**config.mk**
```make
export PLATFORM = sky130hd
export DESIGN_NAME = camera_capture_top
export DESIGN_NICKNAME = d
export VERILOG_FILES = /design/src/design/cam_ctrl_pkg.sv /design/src/design/video_fmt_pkg.sv /design/src/design/camera_capture_top.sv /design/src/design/capture_ctrl.sv /design/src/design/key_debounce.sv /design/src/design/pixel_pipe.sv /design/src/design/reset_sync.sv /design/src/design/zoom_step_ctrl.sv
export SDC_FILE = /design/constraint.sdc
export NUM_CORES = 1
export LEC_CHECK = 0
export ABC_CLOCK_PERIOD_IN_PS = 2600
export BUFFER_PORTS_ARGS = -buffer_cell sky130_fd_sc_hd__buf_2
export CORE_MARGIN = 2
export CORE_UTILIZATION = 55
export DETAILED_ROUTE_END_ITERATION = 16
export PLACE_DENSITY = 0.79
export SYNTH_ARGS = -nofsm -noshare
export SYNTH_HDL_FRONTEND = slang
export SYNTH_SLANG_ARGS = --single-unit
```
**constraint.sdc**
```tcl
create_clock -name I_clk -period 2.6 [get_ports I_clk]
set_input_delay 0.78 -clock I_clk [delete_from_list [all_inputs] [get_ports I_clk]]
set_output_delay 0.78 -clock I_clk [all_outputs]
set_load 0.02 [all_outputs]
```
**src/design/cam_ctrl_pkg.sv**
```systemverilog
package cam_ctrl_pkg;

    // --------------------------------------------------
    // Reset conditioning
    // --------------------------------------------------
    localparam int unsigned reset_stretch_bits = 4;   // 15 cycle stretch

    // --------------------------------------------------
    // Key debounce
    // --------------------------------------------------
    localparam int unsigned debounce_default = 540000;  // 20 ms at 27 MHz
    localparam int unsigned debounce_cnt_w   = 20;      // Covers the default hold

    typedef logic [debounce_cnt_w-1:0] debounce_cnt_t;

    // --------------------------------------------------
    // Zoom stepping
    // --------------------------------------------------
    localparam int unsigned zoom_w = 10;

    localparam logic [zoom_w-1:0] zoom_step     = zoom_w'(255);
    localparam logic [zoom_w-1:0] zoom_wrap_min = zoom_w'(768);  // Zoom-in wraps from here

    typedef enum logic [1:0] {
        ZOOM_NONE,
        ZOOM_IN,      // 00 -> 10
        ZOOM_OUT      // 11 -> 00
    } zoom_cmd_e;

    // Single-shot capture
    typedef enum logic [1:0] {
        CAP_IDLE,
        CAP_RUN,
        CAP_DONE
    } capture_state_e;

endpackage

```
**src/design/video_fmt_pkg.sv**
```systemverilog
package video_fmt_pkg;

    // --------------------------------------------------
    // Pixel widths
    // --------------------------------------------------
    localparam int unsigned raw_w    = 10;   // Camera RAW10
    localparam int unsigned rgb565_w = 16;   // Packed 5-6-5
    localparam int unsigned rgb_w    = 24;   // {r,g,b} 8 bits each

    // --------------------------------------------------
    // Output format
    // --------------------------------------------------
    // Blue outside active data
    localparam logic [rgb_w-1:0] fill_color = 24'h0000FF;

    localparam logic sync_idle = 1'b1;      // vs/hs level in reset

    // Input to output latency of the pixel path
    localparam int unsigned pipe_depth = 2;

endpackage

```
**src/design/camera_capture_top.sv**
```systemverilog
`timescale 1ns/100ps

module camera_capture_top #(
    parameter int unsigned debounce_cycles = cam_ctrl_pkg::debounce_default
) (
    input  logic                            I_clk,
    input  logic                            sys_resetn,
    input  logic                            key,         // Active low
    input  logic [1:0]                      zoom,
    input  logic                            vsync,
    input  logic                            href,
    input  logic [video_fmt_pkg::raw_w-1:0] pixdata,
    output logic [1:0]                      led,
    output logic [cam_ctrl_pkg::zoom_w-1:0] zoom_level,  // To sensor config
    output logic                            resend,
    output logic                            rgb_vs,
    output logic                            rgb_hs,
    output logic                            rgb_de,
    output logic [video_fmt_pkg::rgb_w-1:0] rgb_data
);

    logic core_resetn;   // Stretched reset for all blocks
    logic key_press;
    logic capturing;

    // --------------------------------------------------
    // Reset and controls
    // --------------------------------------------------
    reset_sync reset_sync_i (
        .I_clk       (I_clk),
        .sys_resetn  (sys_resetn),
        .core_resetn (core_resetn)
    );

    key_debounce #(
        .debounce_cycles (debounce_cycles)
    ) key_debounce_i (
        .I_clk       (I_clk),
        .core_resetn (core_resetn),
        .key         (key),
        .key_press   (key_press)
    );

    zoom_step_ctrl zoom_step_ctrl_i (
        .I_clk       (I_clk),
        .core_resetn (core_resetn),
        .zoom        (zoom),
        .zoom_level  (zoom_level),
        .resend      (resend)
    );

    capture_ctrl capture_ctrl_i (
        .I_clk       (I_clk),
        .core_resetn (core_resetn),
        .key_press   (key_press),
        .vsync       (vsync),
        .capturing   (capturing),
        .led         (led)
    );

    // --------------------------------------------------
    // Live pixel path
    // --------------------------------------------------
    pixel_pipe pixel_pipe_i (
        .I_clk       (I_clk),
        .core_resetn (core_resetn),
        .vsync       (vsync),      // Camera sync reused as output sync
        .href        (href),
        .pixdata     (pixdata),
        .capturing   (capturing),
        .rgb_vs      (rgb_vs),
        .rgb_hs      (rgb_hs),
        .rgb_de      (rgb_de),
        .rgb_data    (rgb_data)
    );

endmodule

```
**src/design/capture_ctrl.sv**
```systemverilog
`timescale 1ns/100ps

module capture_ctrl (
    input  logic       I_clk,
    input  logic       core_resetn,
    input  logic       key_press,
    input  logic       vsync,
    output logic       capturing,
    output logic [1:0] led
);

    cam_ctrl_pkg::capture_state_e state;

    // --------------------------------------------------
    // Single-shot FSM
    // --------------------------------------------------
    always_ff @(posedge I_clk or negedge core_resetn) begin
        if (!core_resetn) begin
            state <= cam_ctrl_pkg::CAP_IDLE;
        end else begin
            case (state)
                cam_ctrl_pkg::CAP_IDLE: begin
                    if (key_press) state <= cam_ctrl_pkg::CAP_RUN;   // Arm
                end
                cam_ctrl_pkg::CAP_RUN: begin
                    if (vsync) state <= cam_ctrl_pkg::CAP_DONE;      // Frame sync ends it
                end
                cam_ctrl_pkg::CAP_DONE: begin
                    state <= cam_ctrl_pkg::CAP_DONE;                 // Held until reset
                end
                default: state <= cam_ctrl_pkg::CAP_IDLE;
            endcase
        end
    end

    // Status decode
    assign capturing = (state == cam_ctrl_pkg::CAP_RUN);
    assign led[0]    = (state == cam_ctrl_pkg::CAP_RUN);    // Capturing
    assign led[1]    = (state == cam_ctrl_pkg::CAP_DONE);   // Finished

endmodule

```
**src/design/key_debounce.sv**
```systemverilog
`timescale 1ns/100ps

module key_debounce #(
    parameter int unsigned debounce_cycles = cam_ctrl_pkg::debounce_default
) (
    input  logic I_clk,
    input  logic core_resetn,
    input  logic key,          // Active low
    output logic key_press
);

    logic                        key_held;     // Registered, inverted key
    cam_ctrl_pkg::debounce_cnt_t hold_cnt;     // Cycles held so far
    cam_ctrl_pkg::debounce_cnt_t hold_target;

    assign hold_target = cam_ctrl_pkg::debounce_cnt_t'(debounce_cycles);

    always_ff @(posedge I_clk or negedge core_resetn) begin
        if (!core_resetn) begin
            key_held <= 1'b0;
        end else begin
            key_held <= ~key;
        end
    end

    // --------------------------------------------------
    // Hold counter and release detect
    // --------------------------------------------------
    always_ff @(posedge I_clk or negedge core_resetn) begin
        if (!core_resetn) begin
            hold_cnt  <= '0;
            key_press <= 1'b0;
        end else begin
            key_press <= 1'b0;                          // One-cycle event
            if (key_held) begin
                if (hold_cnt != hold_target) begin
                    hold_cnt <= hold_cnt + 1'b1;        // Saturate at target
                end
            end else begin
                // Released. Short holds just clear
                if (hold_cnt == hold_target) key_press <= 1'b1;
                hold_cnt <= '0;
            end
        end
    end

endmodule

```
**src/design/pixel_pipe.sv**
```systemverilog
`timescale 1ns/100ps

module pixel_pipe (
    input  logic                              I_clk,
    input  logic                              core_resetn,
    input  logic                              vsync,
    input  logic                              href,
    input  logic [video_fmt_pkg::raw_w-1:0]   pixdata,
    input  logic                              capturing,
    output logic                              rgb_vs,
    output logic                              rgb_hs,
    output logic                              rgb_de,
    output logic [video_fmt_pkg::rgb_w-1:0]   rgb_data
);

    logic [video_fmt_pkg::rgb565_w-1:0]   pix565;   // Stage one pixel
    logic [video_fmt_pkg::pipe_depth-1:0] vs_dly;   // Sync delay lines
    logic [video_fmt_pkg::pipe_depth-1:0] hs_dly;
    logic [video_fmt_pkg::pipe_depth-1:0] de_dly;   // Gated enable

    // --------------------------------------------------
    // Stage one RAW10 to RGB565 pack
    // --------------------------------------------------
    always_ff @(posedge I_clk) begin
        // Same MSBs feed all three fields for grey
        pix565 <= {pixdata[9:5], pixdata[9:4], pixdata[9:5]};
    end

    // Sync and enable travel alongside the pixel
    always_ff @(posedge I_clk or negedge core_resetn) begin
        if (!core_resetn) begin
            vs_dly <= {video_fmt_pkg::pipe_depth{video_fmt_pkg::sync_idle}};
            hs_dly <= {video_fmt_pkg::pipe_depth{video_fmt_pkg::sync_idle}};
            de_dly <= '0;
        end else begin
            vs_dly <= {vs_dly[video_fmt_pkg::pipe_depth-2:0], vsync};
            hs_dly <= {hs_dly[video_fmt_pkg::pipe_depth-2:0], href};
            de_dly <= {de_dly[video_fmt_pkg::pipe_depth-2:0], href & capturing};
        end
    end

    // --------------------------------------------------
    // Stage two expansion to RGB888 or fill
    // --------------------------------------------------
    always_ff @(posedge I_clk or negedge core_resetn) begin
        if (!core_resetn) begin
            rgb_data <= video_fmt_pkg::fill_color;
        end else if (de_dly[0]) begin
            rgb_data <= {pix565[15:11], 3'd0,     // r
                         pix565[10:5],  2'd0,     // g
                         pix565[4:0],   3'd0};    // b
        end else begin
            rgb_data <= video_fmt_pkg::fill_color;   // Blue outside active data
        end
    end

    assign rgb_vs = vs_dly[video_fmt_pkg::pipe_depth-1];
    assign rgb_hs = hs_dly[video_fmt_pkg::pipe_depth-1];
    assign rgb_de = de_dly[video_fmt_pkg::pipe_depth-1];

endmodule

```
**src/design/reset_sync.sv**
```systemverilog
`timescale 1ns/100ps

module reset_sync (
    input  logic I_clk,
    input  logic sys_resetn,
    output logic core_resetn
);

    // Stretch counter saturating at all ones
    logic [cam_ctrl_pkg::reset_stretch_bits-1:0] stretch_cnt;

    always_ff @(posedge I_clk or negedge sys_resetn) begin
        if (!sys_resetn) begin
            stretch_cnt <= '0;
        end else if (!core_resetn) begin
            stretch_cnt <= stretch_cnt + 1'b1;   // Stops once released
        end
    end

    // Release when counter full
    assign core_resetn = &stretch_cnt;

endmodule

```
**src/design/zoom_step_ctrl.sv**
```systemverilog
`timescale 1ns/100ps

module zoom_step_ctrl (
    input  logic                            I_clk,
    input  logic                            core_resetn,
    input  logic [1:0]                      zoom,
    output logic [cam_ctrl_pkg::zoom_w-1:0] zoom_level,
    output logic                            resend
);

    logic [1:0]              zoom_prev;   // Last sample of zoom
    cam_ctrl_pkg::zoom_cmd_e zoom_cmd;    // Stage one opcode

    // --------------------------------------------------
    // Stage one transition decode
    // --------------------------------------------------
    always_ff @(posedge I_clk or negedge core_resetn) begin
        if (!core_resetn) begin
            zoom_prev <= 2'b00;
            zoom_cmd  <= cam_ctrl_pkg::ZOOM_NONE;
        end else begin
            zoom_prev <= zoom;
            if (zoom_prev == 2'b00 && zoom == 2'b10) begin
                zoom_cmd <= cam_ctrl_pkg::ZOOM_IN;
            end else if (zoom_prev == 2'b11 && zoom == 2'b00) begin
                zoom_cmd <= cam_ctrl_pkg::ZOOM_OUT;
            end else begin
                zoom_cmd <= cam_ctrl_pkg::ZOOM_NONE;   // Other changes ignored
            end
        end
    end

    // --------------------------------------------------
    // Stage two level update and resend
    // --------------------------------------------------
    always_ff @(posedge I_clk or negedge core_resetn) begin
        if (!core_resetn) begin
            zoom_level <= '0;
            resend     <= 1'b1;         // Initial sensor config after release
        end else begin
            resend <= (zoom_cmd != cam_ctrl_pkg::ZOOM_NONE);
            case (zoom_cmd)
                cam_ctrl_pkg::ZOOM_IN: begin
                    // Wrap to widest view near the top
                    if (zoom_level >= cam_ctrl_pkg::zoom_wrap_min) zoom_level <= '0;
                    else zoom_level <= zoom_level + cam_ctrl_pkg::zoom_step;
                end
                cam_ctrl_pkg::ZOOM_OUT: begin
                    // Floor at zero
                    if (zoom_level <= cam_ctrl_pkg::zoom_step) zoom_level <= '0;
                    else zoom_level <= zoom_level - cam_ctrl_pkg::zoom_step;
                end
                default: ;                            // Hold level
            endcase
        end
    end

endmodule

```
## Word level (Yosys, flattened, before mapping)

Index checks and enable logic that the tools add are counted.

| cells by class | value |
|---|---|
| add/subtract/negate cells | 4 |
| $lt $le $gt $ge | 2 |
| equality and inequality tests | 11 |
| multiplexer cells | 13 |
| bitwise gates (word level) | 2 |
| reductions and logical operators | 9 |

Operator list:

| cell | count |
|---|---|
| 2-to-1 mux 20 bit | 2 |
| 2-to-1 mux 24 bit | 1 |
| adder 20 x 1 -> 20 bit, second input constant | 1 |
| equality test 20 bit, second input constant | 1 |
| 2-to-1 mux 10 bit | 2 |
| inequality test 20 bit, second input constant | 1 |
| one-hot mux 10 bit (2 select lines) | 1 |
| adder 10 x 8 -> 10 bit, second input constant | 1 |
| >= comparator 10 bit, second input constant | 1 |
| <= comparator 10 x 8 -> 1 bit, second input constant | 1 |
| subtractor 10 x 8 -> 10 bit, second input constant | 1 |
| equality test 2 bit, second input constant | 4 |
| 2-to-1 mux 2 bit | 4 |
| logical NOT 2 bit | 3 |
| inequality test 2 bit, second input constant | 3 |
| one-hot mux 2 bit (3 select lines) | 1 |
| adder 4 x 1 -> 4 bit, second input constant | 1 |
| equality test 2 x 1 -> 1 bit, second input constant | 2 |
| AND reduction 4 bit | 1 |
| nonzero test 2 bit | 2 |
| logical AND 1 bit | 2 |
| 2-to-1 mux 1 bit | 2 |
| AND reduction 2 bit | 1 |
| AND 1 bit | 1 |
| NOT 1 bit | 1 |

| storage, ports and cells | value |
|---|---|
| bits in registers | 89 |
| bits of input ports | 17 |
| word-level logic and storage cells | 55 |

## Depth between registers and ports, before layout

Gate-level depths: netlist (run 1).

| logic depth | value |
|---|---|
| depth after elaboration | 4 |
| gate-level depth with buffers | 7 |
| mapped depth without buffers | 6 |

## Hierarchy

A second synthesis (run 1) with hierarchy kept.

| unflattened totals | value |
|---|---|
| cell total of the unflattened synthesis | 308 |
| area total of the unflattened synthesis | 3254.4 µm² |

Modules (own cells, without submodules):

| module | times used | cells an instance | area each (µm²) |
|---|---|---|---|
| key_debounce | 1 | 122 | 1134.8 |
| zoom_step_ctrl | 1 | 107 | 1011.0 |
| pixel_pipe | 1 | 51 | 767.0 |
| reset_sync | 1 | 14 | 183.9 |
| capture_ctrl | 1 | 14 | 157.7 |

## Worst setup path after synthesis (run 1)

No wires, ideal clock.

| timing path | value |
|---|---|
| path type | register -> register |
| start | register reset_sync_i.stretch_cnt[0] (netlist bit) |
| end | register reset_sync_i.stretch_cnt[1] (netlist bit) |
| setup time | 0.128 ns |
| arrival | 2.540 ns |
| slack | -0.068 ns |
| stages on the path, launching flop included | 4 |
| buffers on the path | 0 |
| cells stage by stage | dfrtp_1 > ha_1 > and3_1 > mux2_2 |

| between the ends | value |
|---|---|
| cells in the longest elaborated chain, start to end | 1 |
| elaborated cells on any way between the ends | 2 |
| classes of those cells | add/sub (1); reduce/logical (1) |

Ends and longest elaborated chain:

| item | line | text |
|---|---|---|
| start: declaration | reset_sync.sv:10 | `logic [cam_ctrl_pkg::reset_stretch_bits-1:0] stretch_cnt;` |
| start signal: assignment | reset_sync.sv:16 | `stretch_cnt <= stretch_cnt + 1'b1;` |
| AND reduction 4 bit | reset_sync.sv:21 | `assign core_resetn = &stretch_cnt;` |
| net capture_ctrl_i.core_resetn | capture_ctrl.sv:5 | `input logic core_resetn,` |

The timed path passes the listed nets, and every way through them passes these cells.
A chain may end at the register's enable or synchronous reset.

## Worst setup path after layout (run 1)

| timing path | value |
|---|---|
| start | register capture_ctrl_i.state[1] |
| end | output led[0] |

| between the ends | value |
|---|---|
| cells in the longest elaborated chain, start to end | 1 |

Ends and longest elaborated chain:

| item | line | text |
|---|---|---|
| start: declaration | capture_ctrl.sv:12 | `cam_ctrl_pkg::capture_state_e state;` |
| start signal: assignment | capture_ctrl.sv:19 | `state <= cam_ctrl_pkg::CAP_IDLE;` |
| start signal: assignment | capture_ctrl.sv:23 | `if (key_press) state <= cam_ctrl_pkg::CAP_RUN;` |
| start signal: assignment | capture_ctrl.sv:26 | `if (vsync) state <= cam_ctrl_pkg::CAP_DONE;` |
| equality test 2 x 1 -> 1 bit | capture_ctrl.sv:38 | `assign led[0] = (state == cam_ctrl_pkg::CAP_RUN);` |
| end: declaration | camera_capture_top.sv:13 | `output logic [1:0] led,` |

Every way passes these cells.

==> results of run 1 <==
worst max-delay path, delay by kind of cell (launching register included):
kind       cells  cell delay [ns]
flops          1             0.40
buf+inv        2             0.28
fa+ha+maj      1             0.19
state kept, by name, indices dropped and copies added (netlist names), 4 cells and up:
name / flops
key_debounce_i.hold_cnt: 20
zoom_step_ctrl_i.zoom_level: 10
pixel_pipe_i.pix565: 6
reset_sync_i.stretch_cnt: 4
pixel_pipe_i.rgb_data: 12
stage by stage:
stage,hold WS (ns),utilization [%]
finish,0.233,64.8
global route,0.214,64.8
CTS,0.216,64.8
detailed placement,0.328,60.7
global placement,0.317,60.7
floorplan,0.345,-
cell usage in the layout, fill, tap and decap left out, drive strengths merged, types with 5 or more instances in the layout:
cell type,netlist,layout
nand2b,11,11
nand3,15,15
dfxtp,6,6
nand2,15,15
nand4,6,6
a21oi,11,11
ha,11,11
dfstp,11,11
nor3,12,12
clkbuf,6,10
inv,19,20
buf,14,48
o22ai,5,5
xnor2,10,10
nor2,22,22
and2,7,7
dfrtp,50,50
conb,1,5
mux2i,6,6
nor4,11,11
o21ai,14,14
synthesized netlist by cell type, types with 2 or more instances:
cell and n:
dfrtp_1 50, nor2_1 22, inv_1 19, nand2_1 15, nand3_1 15, buf_4 13
nor3_1 12, a21oi_1 11, dfstp_2 11, ha_1 11, nand2b_1 11, nor4_1 11
o21ai_0 11, xnor2_1 10, and2_1 7, clkbuf_1 6, dfxtp_1 6, mux2i_1 6
nand4_1 6, o22ai_1 5, and3_1 4, mux2_2 3, o21a_1 3, o21ai_1 3
or3_1 3, a221oi_1 2, a22o_1 2, a41oi_1 2, or4_1 2, xor2_1 2
power by group through the flow:
| stage | Combinational, W | Clock [W] | Sequential, W |
|---|---|---|---|
| after floorplan | 0.000474 | 0 | 0.00147 |
| after global placement | 0.000722 | 0 | 0.00138 |
| after detailed placement | 0.000741 | 0 | 0.00140 |
| after CTS | 0.000743 | 0.000982 | 0.00138 |
| after global routing | 0.000811 | 0.00103 | 0.00142 |
| final | 0.000741 | 0.000956 | 0.00138 |
final cells by class:
class	instances	area (µm²)
clock inverters	6	87.6
inverters	20	75.1
flip-flops and latches	67	1660
multi-input cells	197	1250
fillers	437	1930
well taps	72	90.1
repair buffers	48	243
clock buffers	10	138
routing by layer:
metal	vias up	wire length, µm
met2	59	2980
met4	0	46
met3	7	246
met1	1089	2370
met5	-	0
li1	1120	-
worst max-delay path by stage:
stage	from	endpoint	slack [ns]	cells after the start
after floorplan	reset_sync_i.stretch_cnt[0]	reset_sync_i.stretch_cnt[1]	0.62	3
after global placement	zoom_step_ctrl_i.zoom_cmd[1]	zoom_step_ctrl_i.zoom_level[6]	0.67	6
after detailed placement	zoom_step_ctrl_i.zoom_cmd[1]	zoom_step_ctrl_i.zoom_level[6]	0.64	6
after CTS	capture_ctrl_i.state[1]	led[0]	0.58	3
after global routing	zoom_step_ctrl_i.zoom_cmd[1]	zoom_step_ctrl_i.zoom_level[6]	0.45	6
final	capture_ctrl_i.state[1]	led[0]	0.62	3
cell families (layout without fill, tap and decap cells):
group,count (synthesis),after routing,synth area share [%]
AOI/OAI and AO/OA,45,45,9.09
xor gates and xnor gates,12,12,3.40
adders and majority gates,11,11,4.45
buffers and inverters,40,84,6.43
DFF,67,67,53.6
muxes,9,9,3.03
other,1,5,0.121
and+or+nand+nor,115,115,19.8
==> key figures, run 1 <==
Place
  – DP Worst Slack: about 0.64 ns
  – Dpl cells: 404
  – Port Buffer Count: 47
  – Dpl cell area: 3320 µm²
  – Final weighted congestion in routability-driven placement: 0.852
  – Final HPWL DP: 3.99 mm

Floorplan
  – Die Height: a little under 80 µm
  – Core area: 5470 µm²
  – Initial core utilization: approximately 57%
  – Core Rows: 27
  – Die ar.: 6240 µm²
  – Die width: roughly 80 µm
  – Io pins: 57

Worst setup path
  – R2R depth: 6
  – Worst Path Required: 1.82 ns
  – Startpoint Class: register
  – Arrival time at the worst endpoint: between 1 and 1.5 ns
  – Flop2flop setup slack: between 0.6 and 0.7 ns
  – R2r endpoint: zoom_step_ctrl_i.zoom_level[6]
  – CP cell instances: inv_1 -> ha_1 -> buf_2
  – R2r startpoint: zoom_step_ctrl_i.zoom_cmd[1]
  – Critical path capture point type: output port
  – Crit Path Category: register to output port
  – Max stage delay cell, worst path: dfrtp_1
  – Crit Path Max Fanout: 3
  – Max incr delay on CP: 0.40 ns

Global route
  – Met3 Use GR: ~6.8%
  – First-pass GRT wire length: 9.78 mm
  – Met2 GRT Util: 35.2%
  – Total track usage: 20.0%
  – Vias in the first global route: ~2300
  – Initial antenna violation count: 0
  – Grt met1 use: 23.1%
  – Grt ovf: 0
  – Most used routing layer: met2
  – Largest net degree at the start of global routing: 51

Drt
  – Final wirelength: between 5 and 6 mm
  – Routed wire per std cell: around 13 µm
  – TritonRoute pass-1 iters: 4
  – DRC viols: 0
  – DR vias: ~2300
  – Via/cell ratio: between 5 and 6
  – Remaining antenna violation count: 0
  – Initial DRC Count: about 130

Logic synthesis
  – Predominant post-synthesis flop cell: dfrtp_1
  – Yosys reg bits: between 60 and 70
  – FFs w/ async S/R, synth: 91.0%
  – Avg Cell Area, Syn: around 10 µm²
  – Distinct cells, synth: 46
  – Number of flops mapped to enable cells by yosys: 0
  – Post-synthesis sequential area ratio: between 50 and 60%
  – Area share of the largest cell type after synthesis: approximately two fifths
  – Cell type with the largest total area after synthesis: dfrtp_1
  – Synthesized area: about 3100 µm²
  – Largest cells by area after synthesis: dfrtp_1 (40%), dfstp_2 (9.3%), ha_1 (4.4%)
  – Cells after Synth: 300
  – YS warnings: 0

Finish
  – Design Area, Final: 3550 µm²
  – Layout area overhead: 14.6%
  – Diodes inserted: 0
  – Share of layout cells above drive strength 1: between 20% and 30%
  – Non-Filler Instances: 420
  – Fin nets: 371

STA
  – # setup viols final: 0
  – RSZ-0062 raised after global routing: no
  – Max Slew Vio Count: 0
  – Relative slew slack: 57.2%
  – Final period util: approximately three quarters
  – Min Tclk post-route: ~2.0 ns
  – Sum Neg Setup Slack: 0 ns
  – Max frequency: about 500 MHz
  – Final WS setup: 0.616 ns
  – Hold violation count in the final report: 0
  – Setup Skew: slightly below 0.007 ns
  – Least-Margin Pin Slew: around 0.64 ns

Power
  – Power Dens Cells: 869 nW/µm²
  – Power share of the clock group: just over 30%
  – Switch share: about 33%
  – Flop pwr share: between 40 and 50%
  – Total power: 0.00308 W
  – Leakage Power: around 1.6 nW
  – Worst VDD drop: a little over 0.7 mV
  – Switch Pwr: 0.00103 W
  – Power Internal: ~0.002 W
  – Gate power share: between 20% and 30%

Clocking
  – Clock Latency Late Sink: 0.33 ns
  – Clock transition at path regs: ~0.07 ns
  – CTS tree: done
  – Post-cts sizing count: 0
  – H-Tree Level Count: 3
  – Clock tree root buffer cell: clkbuf_8
  – Maximum clock path buffer count: 2
  – CTS sink count: between 60 and 70
  – TritonCTS Buffers: 9
  – Post-CTS Hold Buffers: 0
  – Post-CTS setup buffers: 0

Worst hold path
  – Hold WC Path Type: input pin to asynchronous set/reset pin

Status
  – Status: finished, final reports clean

Flow run
  – Max-cap check violation count: 0
(Power assumes the default switching activity.)
==> inputs of run 2 (changes only) <==
- ABC_CLOCK_PERIOD_IN_PS: 2600 -> 1940
- clock period: 2.6 -> 1.94 ns (I/O delays scaled with it)
==> run 2 against run 1 <==
  * Flip-flop and latch count stayed put
  * Global-route usage is essentially flat
  * Cell count grew 2.4%
  * Power rose by 29%
  * Non-clock buffer count is 10 higher
  * Worst hold slack lost 0.20 ns
  * Final area up 1.2%
  * Sequential share of layout area is 0.50 points lower
  * First-iteration DRC count is 13% higher
  * Critical path type is now register to register
  * Largest cell class unchanged
  * Highest routed layer unchanged
==> key figures, run 2 (same netlist as run 1, synthesis figures left out) <==
Finish
  – Design Area, Final: 3590 µm² (was 3550 µm²)
  – Diodes inserted: 0 (unchanged)
  – Final core occ: 65.5% (was 64.8%)
  – Commonest non-fill, non-tap cell in the layout: dfrtp_1 (unchanged)
  – Largest Register: key_debounce_i.hold_cnt (unchanged)
  – Biggest regs: key_debounce_i.hold_cnt x20, pixel_pipe_i.rgb_data x12, zoom_step_ctrl_i.zoom_level x10 (unchanged)
  – Layout area overhead: 15.9% (was 14.6%)
  – Largest register FFs: 20 (unchanged)
  – Share of layout cells above drive strength 1: 25.7% (was 23.3%)
  – Fin nets: 381 (was 371)
  – Most frequent cells in the layout: dfrtp_1 (49), buf_2 (47), nor2_1 (22), inv_1 (19) (was dfrtp_1 (50), buf_2 (47), nor2_1 (22), inv_1 (19))

Drt
  – DRC viols: 0 (unchanged)
  – Via/cell ratio: 5.52 (was 5.42)
  – Initial DRC Count: 144 (was 127)
  – Routed wire per std cell: 13.4 µm (about the same)
  – DR vias: 2374 (was 2275)
  – TritonRoute pass-1 iters: 4 (unchanged)
  – Final wirelength: 5.75 mm (was 5.65 mm)
  – Remaining antenna violation count: 0 (unchanged)

STA
  – # setup viols final: 0 (unchanged)
  – Setup Skew: 0.00867 ns (was 0.00675 ns)
  – Min Tclk post-route: about 1.8 ns
  – Relative slew slack: 61.0% (was 57.2%)
  – Sum Neg Setup Slack: 0 ns (unchanged)
  – Worst hold slack: 0.0352 ns (was 0.233 ns)
  – RSZ-0062 raised after global routing: no (unchanged)
  – Final period util: between 90% and 100%
  – Least-Margin Pin Slew: 0.585 ns (was 0.636 ns)
  – Max frequency: between 500 and 600 MHz
  – Max Slew Vio Count: 0 (unchanged)
  – Hold violation count in the final report: 0 (unchanged)

Global route
  – Total track usage: 19.9% (was 20.0%)
  – Initial antenna violation count: 0 (unchanged)
  – Vias in the first global route: 2184 (was 2266)
  – First-pass GRT wire length: 9.67 mm (was 9.78 mm)
  – Grt ovf: 0 (unchanged)
  – Largest net degree at the start of global routing: 49 (was 51)

Clocking
  – TritonCTS Buffers: 9 (unchanged)
  – Clock Latency Late Sink: 0.34 ns (was 0.33 ns)
  – H-Tree Level Count: 3 (unchanged)
  – CTS tree: done (unchanged)
  – Post-CTS Hold Buffers: 0 (unchanged)
  – Clock tree root buffer cell: clkbuf_8 (unchanged)
  – Maximum clock path buffer count: 2 (unchanged)
  – Post-cts sizing count: 0 (unchanged)
  – CTS sink count: 67 (unchanged)
  – Post-CTS setup buffers: 0 (unchanged)
  – Clock transition at path regs: 0.07 ns (about the same)

Place
  – Final HPWL DP: 3.90 mm (was 3.99 mm)
  – Dpl cell area: 3400 µm² (was 3320 µm²)
  – Final weighted congestion in routability-driven placement: 0.936 (was 0.852)
  – Port Buffer Count: 47 (unchanged)

Worst setup path
  – Startpoint Class: register (unchanged)
  – R2r endpoint: zoom_step_ctrl_i.zoom_level[7] (was zoom_step_ctrl_i.zoom_level[6])
  – R2r startpoint: zoom_step_ctrl_i.zoom_level[1] (was zoom_step_ctrl_i.zoom_cmd[1])
  – R2R depth: 4 (was 6)
  – Critical path capture point type: register (was output port)
  – Crit Path Max Fanout: 8 (was 3)
  – Worst Path Required: 2.22 ns (was 1.82 ns)
  – Arrival time at the worst endpoint: 2.13 ns (was 1.20 ns)
  – Crit Path Category: register to register (was register to output port)
  – Flop2flop setup slack: 0.1 ns (was 0.62 ns)

Floorplan
  – Die Height: 79.0 µm (unchanged)
  – Die ar.: 6240 µm² (unchanged)
  – Core Rows: 27 (unchanged)
  – Die width: 79.0 µm (unchanged)
  – Core area: 5470 µm² (unchanged)
  – Io pins: 57 (unchanged)
  – Initial core utilization: 56.6% (unchanged)

Power
  – Worst VDD drop: 0.837 mV (was 0.714 mV)
  – Power Dens Cells: 1110 nW/µm² (was 869 nW/µm²)
  – Flop pwr share: 45.0% (was 44.9%)
  – Power share of the clock group: 26.1% (was 31.0%)
  – Gate power share: 28.8% (was 24.0%)
  – Switch share: 35.1% (was 33.5%)
  – Leakage Power: 1.63 nW (was 1.61 nW)
  – Switch Pwr: 0.00139 W (was 0.00103 W)
  – Power Internal: 0.00258 W (was 0.00205 W)

Flow run
  – Max-cap check violation count: 0 (unchanged)

Status
  – Status: finished, final reports clean (unchanged)

Worst hold path
  – Hold WC Path Type: input pin to asynchronous set/reset pin (unchanged)
-- run 2: stage by stage --
stage | cells | setup WS [ns] | total power, W
6_report | 430 | 0.0963 | 0.00397
5_1_grt | 430 | 0.0196 | 0.00420
4_1_cts | 430 | 0.0788 | 0.00399
3_5_place_dp | 414 | 0.0997 | 0.00294
3_3_place_gp | 414 | 0.152 | 0.00290
2_1_floorplan | 304 | 0.0992 | 0.00260
-- run 2: area by class of cell --
| cell class | count | area [µm²] |
|---|---|---|
| clock inverters | 4 | 25.0 |
| flip-flops and latches | 67 | 1660 |
| well taps | 72 | 90.1 |
| repair buffers | 58 | 318 |
| fillers | 445 | 1890 |
| inverters | 20 | 75.1 |
| multi-input cells | 197 | 1260 |
| clock buffers | 12 | 155 |
-- run 2: critical path, stage by stage (launching register included) --
cell and delay, ns:
dfrtp_2 0.45, or4_4 0.53, or4_1 0.50, a21oi_1 0.19, o21a_1 0.13
-- run 2: worst max path at each step --
stage / endpoint / start / cells past startpoint / slack (ns)
after global placement: zoom_step_ctrl_i.zoom_level[8] / zoom_step_ctrl_i.zoom_level[0] / 6 / 0.15
after detailed placement: zoom_step_ctrl_i.zoom_level[7] / zoom_step_ctrl_i.zoom_level[1] / 4 / 0.1
after global routing: zoom_step_ctrl_i.zoom_level[7] / zoom_step_ctrl_i.zoom_level[1] / 4 / 0.02
final: zoom_step_ctrl_i.zoom_level[7] / zoom_step_ctrl_i.zoom_level[1] / 4 / 0.1
after CTS: zoom_step_ctrl_i.zoom_level[8] / zoom_step_ctrl_i.zoom_level[0] / 6 / 0.08
after floorplan: zoom_step_ctrl_i.zoom_level[7] / zoom_step_ctrl_i.zoom_level[3] / 4 / 0.1
-- run 2: per-layer routing --
layer / up-vias / part of all wire (%) / track usage, %
met3: 10 / 4.7 / 6.25
li1: 1145 / - / -
met4: 0 / 1.9 / 8.45
met2: 63 / 51 / 34.1
met5: - / 0 / 0
met1: 1156 / 43 / 23.1
-- run 2: power groups by stage --
| stage | Sequential [W] | Clock [W] | Combinational, W |
|---|---|---|---|
| floorplan | 0.00196 | 0 | 0.000635 |
| global placement | 0.00179 | 0 | 0.00110 |
| detailed placement | 0.00181 | 0 | 0.00113 |
| CTS | 0.00178 | 0.00107 | 0.00114 |
| global route | 0.00182 | 0.00113 | 0.00126 |
| finish | 0.00179 | 0.00104 | 0.00114 |
